`config.mk`:
```
export PLATFORM = sky130hd
export DESIGN_NAME = note_player_top
export DESIGN_NICKNAME = d
export VERILOG_FILES = /design/src/player_pkg.sv /design/src/note_player_top.sv /design/src/pitch_divider_table.sv /design/src/song_sequencer.sv /design/src/melody_rom.sv /design/src/beat_timer.sv
export SDC_FILE = /design/constraint.sdc
export NUM_CORES = 1
export LEC_CHECK = 0
export BUFFER_PORTS_ARGS = -buffer_cell sky130_fd_sc_hd__buf_2
export CORE_UTILIZATION = 31
export CTS_CLUSTER_DIAMETER = 40
export DETAILED_ROUTE_END_ITERATION = 8
export SYNTH_ARGS = -nofsm -noshare
export SYNTH_HDL_FRONTEND = slang
export SYNTH_SLANG_ARGS = --single-unit
export TNS_END_PERCENT = 50
```
`constraint.sdc`:
```
create_clock -name clk_10Hz -period 2.5 [get_ports clk_10Hz]
set_input_delay 0.25 -clock clk_10Hz [delete_from_list [all_inputs] [get_ports clk_10Hz]]
set_output_delay 0.25 -clock clk_10Hz [all_outputs]
set_load 0.05 [all_outputs]
```
`src/player_pkg.sv`:
```
`default_nettype none

package player_pkg;

	// note codes, shared by the ROM, sequencer and divider table
	typedef enum logic [3:0] {
		NOTE_REST     = 4'd0,  // silence
		NOTE_DO       = 4'd1,
		NOTE_RE       = 4'd2,
		NOTE_MI       = 4'd3,
		NOTE_FA       = 4'd4,
		NOTE_SO       = 4'd5,
		NOTE_LA       = 4'd6,
		NOTE_SI       = 4'd7,
		NOTE_HI_DO    = 4'd8,  // upper octave
		NOTE_HI_RE    = 4'd9,
		NOTE_HI_MI    = 4'd10,
		NOTE_HI_FA    = 4'd11,
		NOTE_HI_SO    = 4'd12,
		NOTE_FA_SHARP = 4'd13, // mid octave sharps
		NOTE_SO_SHARP = 4'd14
	} note_e;

	// tune selection from mode_sel
	typedef enum logic [1:0] {
		SONG_NONE  = 2'd0,
		SONG_STAR  = 2'd1,
		SONG_SKY   = 2'd2,
		SONG_SPARE = 2'd3  // plays nothing
	} song_e;

	localparam int DIV_W = 20; // tone generator divider width
	localparam int POS_W = 8;  // note position width

	// stored notes per tune
	localparam logic [POS_W-1:0] STAR_LEN = 8'd54;
	localparam logic [POS_W-1:0] SKY_LEN  = 8'd68;

endpackage

`default_nettype wire
```
`src/note_player_top.sv`:
```
`timescale 1ns/1ps
`default_nettype none

module note_player_top #(
	parameter int STAR_STEPS = 3, // steps per note, first tune
	parameter int SKY_STEPS  = 2  // steps per note, second tune
) (
	input  logic                         clk_10Hz,
	input  logic                         reset,
	input  logic                         valid,
	input  player_pkg::song_e            mode_sel,
	output player_pkg::note_e            note,
	output logic [player_pkg::DIV_W-1:0] note_div,
	output logic                         finished
);

	logic beat; // step that starts a note slot
	logic gap;  // remaining steps of the slot

	////////////////////////////////////////////////////////////////////////
	// input side
	beat_timer #(
		.STAR_STEPS (STAR_STEPS),
		.SKY_STEPS  (SKY_STEPS)
	) u_timer (
		.clk_10Hz (clk_10Hz),
		.reset    (reset),
		.valid    (valid),
		.song     (mode_sel),
		.beat     (beat),
		.gap      (gap)
	);

	////////////////////////////////////////////////////////////////////////
	// processing
	song_sequencer u_seq (
		.clk_10Hz (clk_10Hz),
		.reset    (reset),
		.song     (mode_sel),
		.beat     (beat),
		.gap      (gap),
		.note     (note),
		.finished (finished)
	);

	////////////////////////////////////////////////////////////////////////
	// output side
	pitch_divider_table u_div (
		.clk_10Hz (clk_10Hz),
		.reset    (reset),
		.note     (note),
		.note_div (note_div)
	);

endmodule

`default_nettype wire

```
`src/pitch_divider_table.sv`:
```
`timescale 1ns/1ps
`default_nettype none

module pitch_divider_table (
	input  logic                         clk_10Hz,
	input  logic                         reset,
	input  player_pkg::note_e            note,
	output logic [player_pkg::DIV_W-1:0] note_div
);

	// divide counts for the tone generator, one cycle behind the note
	always_ff @(posedge clk_10Hz or negedge reset) begin
		if (!reset) begin
			note_div <= '0;
		end else begin
			case (note)
				player_pkg::NOTE_DO:       note_div <= 20'd76628;
				player_pkg::NOTE_RE:       note_div <= 20'd68259;
				player_pkg::NOTE_MI:       note_div <= 20'd60606;
				player_pkg::NOTE_FA:       note_div <= 20'd57306;
				player_pkg::NOTE_SO:       note_div <= 20'd51020;
				player_pkg::NOTE_LA:       note_div <= 20'd45454;
				player_pkg::NOTE_SI:       note_div <= 20'd40485;
				player_pkg::NOTE_HI_DO:    note_div <= 20'd38240; // upper octave
				player_pkg::NOTE_HI_RE:    note_div <= 20'd34071;
				player_pkg::NOTE_HI_MI:    note_div <= 20'd30349;
				player_pkg::NOTE_HI_FA:    note_div <= 20'd28653;
				player_pkg::NOTE_HI_SO:    note_div <= 20'd25542;
				player_pkg::NOTE_FA_SHARP: note_div <= 20'd54054; // mid fa sharp
				player_pkg::NOTE_SO_SHARP: note_div <= 20'd48192; // mid so sharp
				default:                   note_div <= '0;        // rest is silent
			endcase
		end
	end

endmodule

`default_nettype wire

```
`src/song_sequencer.sv`:
```
`timescale 1ns/1ps
`default_nettype none

module song_sequencer (
	input  logic              clk_10Hz,
	input  logic              reset,
	input  player_pkg::song_e song,
	input  logic              beat,
	input  logic              gap,
	output player_pkg::note_e note,
	output logic              finished
);

	logic [player_pkg::POS_W-1:0] pos;      // next note to play
	logic [player_pkg::POS_W-1:0] pos_next;
	logic [player_pkg::POS_W-1:0] tune_len;
	player_pkg::note_e            rom_note;
	logic                         playing;

	melody_rom u_rom (
		.pos  (pos),
		.song (song),
		.note (rom_note)
	);

	always_comb begin
		case (song)
			player_pkg::SONG_STAR: tune_len = player_pkg::STAR_LEN;
			player_pkg::SONG_SKY:  tune_len = player_pkg::SKY_LEN;
			default:               tune_len = '0; // nothing to play
		endcase
	end

	assign pos_next = pos + 1'b1;
	assign playing  = (tune_len != '0) && !finished;

	////////////////////////////////////////////////////////////////////////
	// position, current note and end of tune
	always_ff @(posedge clk_10Hz or negedge reset) begin
		if (!reset) begin
			note     <= player_pkg::NOTE_REST;
			pos      <= '0;
			finished <= 1'b0;
		end else if (beat) begin
			if (playing) begin
				note <= rom_note;
				pos  <= pos_next;
				if (pos_next >= tune_len) // last stored note goes out now
					finished <= 1'b1;
			end else begin
				note <= player_pkg::NOTE_REST;
			end
		end else if (gap) begin
			note <= player_pkg::NOTE_REST; // articulation rest
		end
	end

endmodule

`default_nettype wire

```
`src/melody_rom.sv`:
```
`timescale 1ns/1ps
`default_nettype none

module melody_rom (
	input  logic [player_pkg::POS_W-1:0] pos,
	input  player_pkg::song_e            song,
	output player_pkg::note_e            note
);

	always_comb begin
		note = player_pkg::NOTE_REST; // past the end or no tune
		case (song)
			player_pkg::SONG_STAR: begin
				case (pos)
					0:  note = player_pkg::NOTE_SO;
					1:  note = player_pkg::NOTE_MI;
					2:  note = player_pkg::NOTE_MI;
					3:  note = player_pkg::NOTE_REST;
					4:  note = player_pkg::NOTE_SO;
					5:  note = player_pkg::NOTE_RE;
					6:  note = player_pkg::NOTE_RE;
					7:  note = player_pkg::NOTE_REST;
					8:  note = player_pkg::NOTE_MI;
					9:  note = player_pkg::NOTE_RE;
					10: note = player_pkg::NOTE_RE;
					11: note = player_pkg::NOTE_DO;
					12: note = player_pkg::NOTE_DO;
					13: note = player_pkg::NOTE_REST;
					//////////////////////////////////////////////////////////////////////
					14: note = player_pkg::NOTE_DO;
					15: note = player_pkg::NOTE_SI;
					16: note = player_pkg::NOTE_REST;
					17: note = player_pkg::NOTE_LA;
					18: note = player_pkg::NOTE_SI;
					19: note = player_pkg::NOTE_DO;
					20: note = player_pkg::NOTE_SI;
					21: note = player_pkg::NOTE_DO;
					22: note = player_pkg::NOTE_REST;
					23: note = player_pkg::NOTE_DO;
					24: note = player_pkg::NOTE_RE;
					25: note = player_pkg::NOTE_MI;
					26: note = player_pkg::NOTE_MI;
					27: note = player_pkg::NOTE_REST;
					//////////////////////////////////////////////////////////////////////
					28: note = player_pkg::NOTE_SO;
					29: note = player_pkg::NOTE_MI;
					30: note = player_pkg::NOTE_MI;
					31: note = player_pkg::NOTE_REST;
					32: note = player_pkg::NOTE_SO;
					33: note = player_pkg::NOTE_RE;
					34: note = player_pkg::NOTE_RE;
					35: note = player_pkg::NOTE_REST;
					36: note = player_pkg::NOTE_MI;
					37: note = player_pkg::NOTE_RE;
					38: note = player_pkg::NOTE_RE;
					39: note = player_pkg::NOTE_DO;
					40: note = player_pkg::NOTE_DO;
					41: note = player_pkg::NOTE_REST;
					//////////////////////////////////////////////////////////////////////
					42: note = player_pkg::NOTE_DO;
					43: note = player_pkg::NOTE_SI;
					44: note = player_pkg::NOTE_LA;
					45: note = player_pkg::NOTE_SI;
					46: note = player_pkg::NOTE_DO;
					47: note = player_pkg::NOTE_SI;
					48: note = player_pkg::NOTE_SI;
					49: note = player_pkg::NOTE_DO;
					50: note = player_pkg::NOTE_DO;
					51: note = player_pkg::NOTE_RE;
					52: note = player_pkg::NOTE_DO;
					53: note = player_pkg::NOTE_REST; // closing rest
					default: note = player_pkg::NOTE_REST;
				endcase
			end
			player_pkg::SONG_SKY: begin
				case (pos)
					0:  note = player_pkg::NOTE_REST; // pickup
					1:  note = player_pkg::NOTE_LA;
					2:  note = player_pkg::NOTE_SI;
					3:  note = player_pkg::NOTE_HI_DO;
					4:  note = player_pkg::NOTE_HI_DO;
					5:  note = player_pkg::NOTE_HI_DO;
					6:  note = player_pkg::NOTE_SI;
					7:  note = player_pkg::NOTE_HI_DO;
					8:  note = player_pkg::NOTE_HI_DO;
					9:  note = player_pkg::NOTE_HI_MI;
					10: note = player_pkg::NOTE_HI_MI;
					11: note = player_pkg::NOTE_SI;
					12: note = player_pkg::NOTE_SI;
					13: note = player_pkg::NOTE_SI;
					14: note = player_pkg::NOTE_SI;
					15: note = player_pkg::NOTE_SI;
					16: note = player_pkg::NOTE_SI;
					17: note = player_pkg::NOTE_REST;
					//////////////////////////////////////////////////////////////////////
					18: note = player_pkg::NOTE_MI;
					19: note = player_pkg::NOTE_MI;
					20: note = player_pkg::NOTE_LA;
					21: note = player_pkg::NOTE_LA;
					22: note = player_pkg::NOTE_SO;
					23: note = player_pkg::NOTE_LA;
					24: note = player_pkg::NOTE_LA;
					25: note = player_pkg::NOTE_HI_DO;
					26: note = player_pkg::NOTE_HI_DO;
					27: note = player_pkg::NOTE_SO;
					28: note = player_pkg::NOTE_SO;
					29: note = player_pkg::NOTE_SO;
					30: note = player_pkg::NOTE_SO;
					31: note = player_pkg::NOTE_SO;
					32: note = player_pkg::NOTE_SO;
					33: note = player_pkg::NOTE_REST;
					//////////////////////////////////////////////////////////////////////
					34: note = player_pkg::NOTE_MI;
					35: note = player_pkg::NOTE_MI;
					36: note = player_pkg::NOTE_FA;
					37: note = player_pkg::NOTE_FA;
					38: note = player_pkg::NOTE_FA;
					39: note = player_pkg::NOTE_MI;
					40: note = player_pkg::NOTE_FA;
					41: note = player_pkg::NOTE_HI_DO;
					42: note = player_pkg::NOTE_HI_DO;
					43: note = player_pkg::NOTE_HI_DO;
					44: note = player_pkg::NOTE_MI;
					45: note = player_pkg::NOTE_MI;
					46: note = player_pkg::NOTE_MI;
					47: note = player_pkg::NOTE_MI;
					48: note = player_pkg::NOTE_MI;
					49: note = player_pkg::NOTE_REST;
					//////////////////////////////////////////////////////////////////////
					50: note = player_pkg::NOTE_HI_DO;
					51: note = player_pkg::NOTE_HI_DO;
					52: note = player_pkg::NOTE_HI_DO;
					53: note = player_pkg::NOTE_SI;
					54: note = player_pkg::NOTE_SI;
					55: note = player_pkg::NOTE_SI;
					56: note = player_pkg::NOTE_FA_SHARP;
					57: note = player_pkg::NOTE_FA_SHARP;
					58: note = player_pkg::NOTE_FA_SHARP;
					59: note = player_pkg::NOTE_SI;
					60: note = player_pkg::NOTE_SI;
					61: note = player_pkg::NOTE_SI;
					62: note = player_pkg::NOTE_SI;
					63: note = player_pkg::NOTE_SI;
					64: note = player_pkg::NOTE_SI;
					65: note = player_pkg::NOTE_SI;
					66: note = player_pkg::NOTE_SI;
					67: note = player_pkg::NOTE_REST; // end of first half
					default: note = player_pkg::NOTE_REST;
				endcase
			end
			default: note = player_pkg::NOTE_REST; // none and spare are silent
		endcase
	end

endmodule

`default_nettype wire

```
`src/beat_timer.sv`:
```
`timescale 1ns/1ps
`default_nettype none

module beat_timer #(
	parameter int STAR_STEPS = 3,
	parameter int SKY_STEPS  = 2
) (
	input  logic               clk_10Hz,
	input  logic               reset,
	input  logic               valid,
	input  player_pkg::song_e  song,
	output logic               beat,
	output logic               gap
);

	localparam int MAX_STEPS = (STAR_STEPS > SKY_STEPS) ? STAR_STEPS : SKY_STEPS;
	localparam int PH_W      = (MAX_STEPS > 1) ? $clog2(MAX_STEPS) : 1;

	localparam logic [PH_W-1:0] STAR_LAST = PH_W'(STAR_STEPS - 1);
	localparam logic [PH_W-1:0] SKY_LAST  = PH_W'(SKY_STEPS - 1);

	logic [PH_W-1:0] phase;      // step within the note slot
	logic [PH_W-1:0] last_phase; // wrap point of the selected tune

	always_comb begin
		case (song)
			player_pkg::SONG_STAR: last_phase = STAR_LAST;
			player_pkg::SONG_SKY:  last_phase = SKY_LAST;
			default:               last_phase = '0; // one step per slot
		endcase
	end

	always_ff @(posedge clk_10Hz or negedge reset) begin
		if (!reset) begin
			phase <= '0;
		end else if (valid) begin
			if (phase >= last_phase) // also catches a mode change mid slot
				phase <= '0;
			else
				phase <= phase + 1'b1;
		end
	end

	assign beat = valid && (phase == '0); // first step plays the note
	assign gap  = valid && (phase != '0); // rest between notes

endmodule

`default_nettype wire

```
==> metrics.md <==
| Metric | Value |
|---|---|
| Critical Path Stages | 8 |
| TritonCTS clock tree | yes |
| Vias in the first global route | 2045 |
| Adder-Cell Fraction of Synth Area | 13.0% |
| Drt total wl | 5760 um |
| Critical-path cell list | inv_1 > ha_1 > buf_4 > mux2i_1 > mux2i_1 > a2111oi_2 > nor3b_1 > a221o_1 |
| Max Slew Vio Count | 0 |
| Sequential element share of the synthesized area | 30.8% |
| Largest fanout on the critical path | 9 |
| Tmin final | 2150 ps |
| Max incr delay on CP | 460 ps |
| Fraction of synthesized cell area in xor and xnor cells | 4.05% |
| Simple-gate portion of the synthesized area | 16.1% |
| Count of cell types in the netlist | 54 |
| Period utilization | 85.8% |
| CP arrival | 2320 ps |
| DP Worst Slack | 234 ps |
| Final Wtd Congestion | 0.881 |
| Syn Area/Cell | 8.80 sq um |
| Total core area | 0.00818 sq mm |
| Peak supply drop | 0.506 mV |
| Power density cells | 1110 mW/mm^2 |
| Post-synthesis mux area share | 6.17% |
| Total CTS buffers | 5 |
| Final worst slack | 354 ps |
| Worst-margin pin slew | 955 ps |
| Clock sink count | 32 |
| Final hold viol count | 0 |
| I/O pin count | 30 |
| FFs w/ async S/R, synth | 100% |
| H-Tree Level Count | 2 |
| Post-synthesis compound-gate area fraction | 20.8% |
| Antenna fix cells | 0 |
| Setup TNS | 0 ps |
| Placement row count | 33 |
| HPWL after DPL | 4260 um |
| Setup crit start kind | register |
| Setup Buffers After CTS | 0 |
| I/O Buffers | 26 |
| Starting density of the core | 31.8% |
| Hold Path Class | input port to async pin |
| Reg-to-reg endpoint | u_seq.note[1]$_DFFE_PN0P_ |
| R2R setup slack | 350 ps |
| Top delay family on crit path | compound AO/OA/AOI/OAI gates |
| EDFF count, synth | 0 |
| Relative slew slack | 36.3% |
| Leak pwr | 1.31 nW |
| Final-report setup violation count | 0 |
| Layout cells sized above 1 | 17.7% |
| CTS clock-pin slew for the worst setup and hold paths | 70 ps |
| Die area | 0.00875 sq mm |
| Main combinational cell family by area after synthesis | compound AO/OA/AOI/OAI gates |
| Avg WL per Cell | 13.7 um |
| Die Y | 93.5 um |
| All-layer global routing usage | 14.7% |
| Vias per cell | 5.15 |
| Most frequent CP cell | mux2i_1 |
| RSZ-0062 raised after global routing | false |
| Post-Syn Instances | 295 |
| Status | completed |
| Number of DRC markers in iteration 0 | 123 |
| Worst clock skew | 5.00 ps |
| Via Count | 2174 |
| Fill cells | 852 |
| Post-synthesis register bit count | 32 |
| Synthesized area | 0.00260 sq mm |
| Req. time, crit path | 2680 ps |
| Skew-Pair Late Insertion Delay | 290 ps |
| Clock Tree Root | clkbuf_8 |
| R2R depth | 8 |
| Worst Setup Path Type | register to register |
| Pre-antenna DRT Iters | 4 |
| Crit path buf inv count | 2 |
| Maximum clock rate | 466 MHz |
| Area grow syn2layout | 11.4% |
| R2R Path Start | u_seq.pos[0]$_DFFE_PN0P_ |
| # DRC | 0 |
| Longest Clk Path Bufs | 2 |
| Die X | 93.5 um |
| Slowest CP cell | dfrtp_2 |
| Top FF cell, synth | dfrtp_1 |
| Critical Path Sink Type | register |
| Antenna-violating nets left | 0 |
| Total grt overflow | 0 |
| Largest net degree at the start of global routing | 35 |
| Nets@finish | 348 |
| Initial antenna violation count | 0 |
| Warnings, synthesis | 0 |
| Max-cap violations | 0 |
| First-pass GRT wire length | 10100 um |
-- sequential cells by signal, summed over array words and instances, names as in the netlist --
register        cells
u_div.note_div     17
u_seq.pos           8
u_seq.note          4
u_timer.phase       2
u_seq.finished      1
-- metal layers --
metal | wire length (um) | global-route usage (%) | vias up
met5 | 0 | 0 | -
met4 | 101 | 6.15 | 0
met3 | 276 | 3.09 | 11
met2 | 2650 | 22.5 | 67
met1 | 2730 | 19.9 | 1019
li1 | - | - | 1077
-- placed cells by master (no fill, tap or decap), types with 7 or more instances in the layout --
cell / n
dfrtp_1: 31
nand2_1: 28
nand3_1: 7
o21ai_0: 22
a211oi_1: 7
ha_1: 27
mux2i_1: 7
nand2b_1: 10
buf_2: 26
o211ai_1: 8
nor2_1: 19
xnor2_1: 8
inv_1: 22
a21oi_1: 12
buf_4: 9
-- cell type report --
class	instances	area [sq um]	area share, %
Inverter	25	93.8	3.25
Tap cell	105	131	4.54
Timing Repair Buffer	35	198	6.84
Clock buffer	7	86.3	2.99
Multi-Input combinational cell	217	1570	54.4
Clock inverter	1	7.51	0.260
Sequential cell	32	802	27.7
-- where the power goes --
group          switching (W)  internal, W
logic                0.00121     0.000755
registers           0.000180     0.000641
clock network       0.000206     0.000224
total                0.00160      0.00162
-- worst reg2reg max path, cell delays in order (launching register included) --
cell and delay [ps]:
dfrtp_2 460, inv_1 180, ha_1 270, buf_4 170
mux2i_1 130, mux2i_1 100, a2111oi_2 360, nor3b_1 100
a221o_1 260
-- how the worst max path moves through the flow --
| stage | start | to | slack, ps |
|---|---|---|---|
| 2_1_floorplan | u_seq.pos[1]$_DFFE_PN0P_ | u_seq.finished$_DFFE_PN0P_ | 260 |
| 3_3_place_gp | u_seq.pos[0]$_DFFE_PN0P_ | u_seq.finished$_DFFE_PN0P_ | 320 |
| 3_5_place_dp | u_seq.pos[0]$_DFFE_PN0P_ | u_seq.finished$_DFFE_PN0P_ | 230 |
| 4_1_cts | u_seq.pos[0]$_DFFE_PN0P_ | u_seq.finished$_DFFE_PN0P_ | 230 |
| 5_1_grt | u_seq.pos[0]$_DFFE_PN0P_ | u_seq.finished$_DFFE_PN0P_ | 110 |
| 6_report | u_seq.pos[0]$_DFFE_PN0P_ | u_seq.note[1]$_DFFE_PN0P_ | 350 |
-- through the flow --
stage | power, W | cell area [sq um] | std cells | hold WS, ps | util [%]
finish | 0.00322 | 2890 | 422 | 10.2 | 35.4
global placement | 0.00278 | 2800 | 414 | 354 | 34.2
global route | 0.00351 | 2890 | 422 | 70.1 | 35.4
CTS | 0.00322 | 2890 | 422 | 32.8 | 35.4
detailed placement | 0.00278 | 2800 | 414 | 351 | 34.2
floorplan | 0.00237 | 2600 | 297 | -45.6 | -
-- Yosys cell counts, drive strengths merged, types with 4 or more instances --
| cell | instances | share of area, % |
|---|---|---|
| dfrtp | 32 | 31 |
| nand2 | 28 | 4.0 |
| ha | 27 | 13 |
| inv | 24 | 3.5 |
| o21ai | 23 | 4.4 |
| nor2 | 19 | 2.7 |
| buf | 13 | 3.8 |
| a21oi | 12 | 2.3 |
| clkbuf | 10 | 1.4 |
| nand2b | 10 | 2.4 |
| o211ai | 8 | 2.3 |
| xnor2 | 8 | 2.7 |
| a211oi | 7 | 2.0 |
| mux2i | 7 | 2.7 |
| nand3 | 7 | 1.3 |
| nor3 | 7 | 1.7 |
| a31oi | 4 | 0.96 |
| mux4 | 4 | 3.5 |
| o221ai | 4 | 1.3 |
| o31ai | 4 | 1.2 |
| xor2 | 4 | 1.3 |
-- timing repair --
item,4_1_cts,5_1_grt
resized for setup,0,1
endpoints found under the setup margin,0,1
hold buffers,0,0
-- cells by family (layout without fill, tap and decap cells) --
logic type	after synthesis	in the layout
simple gates	85	85
buf+inv	48	68
xor+xnor	12	12
fa+ha+maj	27	27
other cells	1	3
mux	11	11
compound gates	79	79
flops	32	32
No activity file was read; power rests on OpenSTA's default activity.
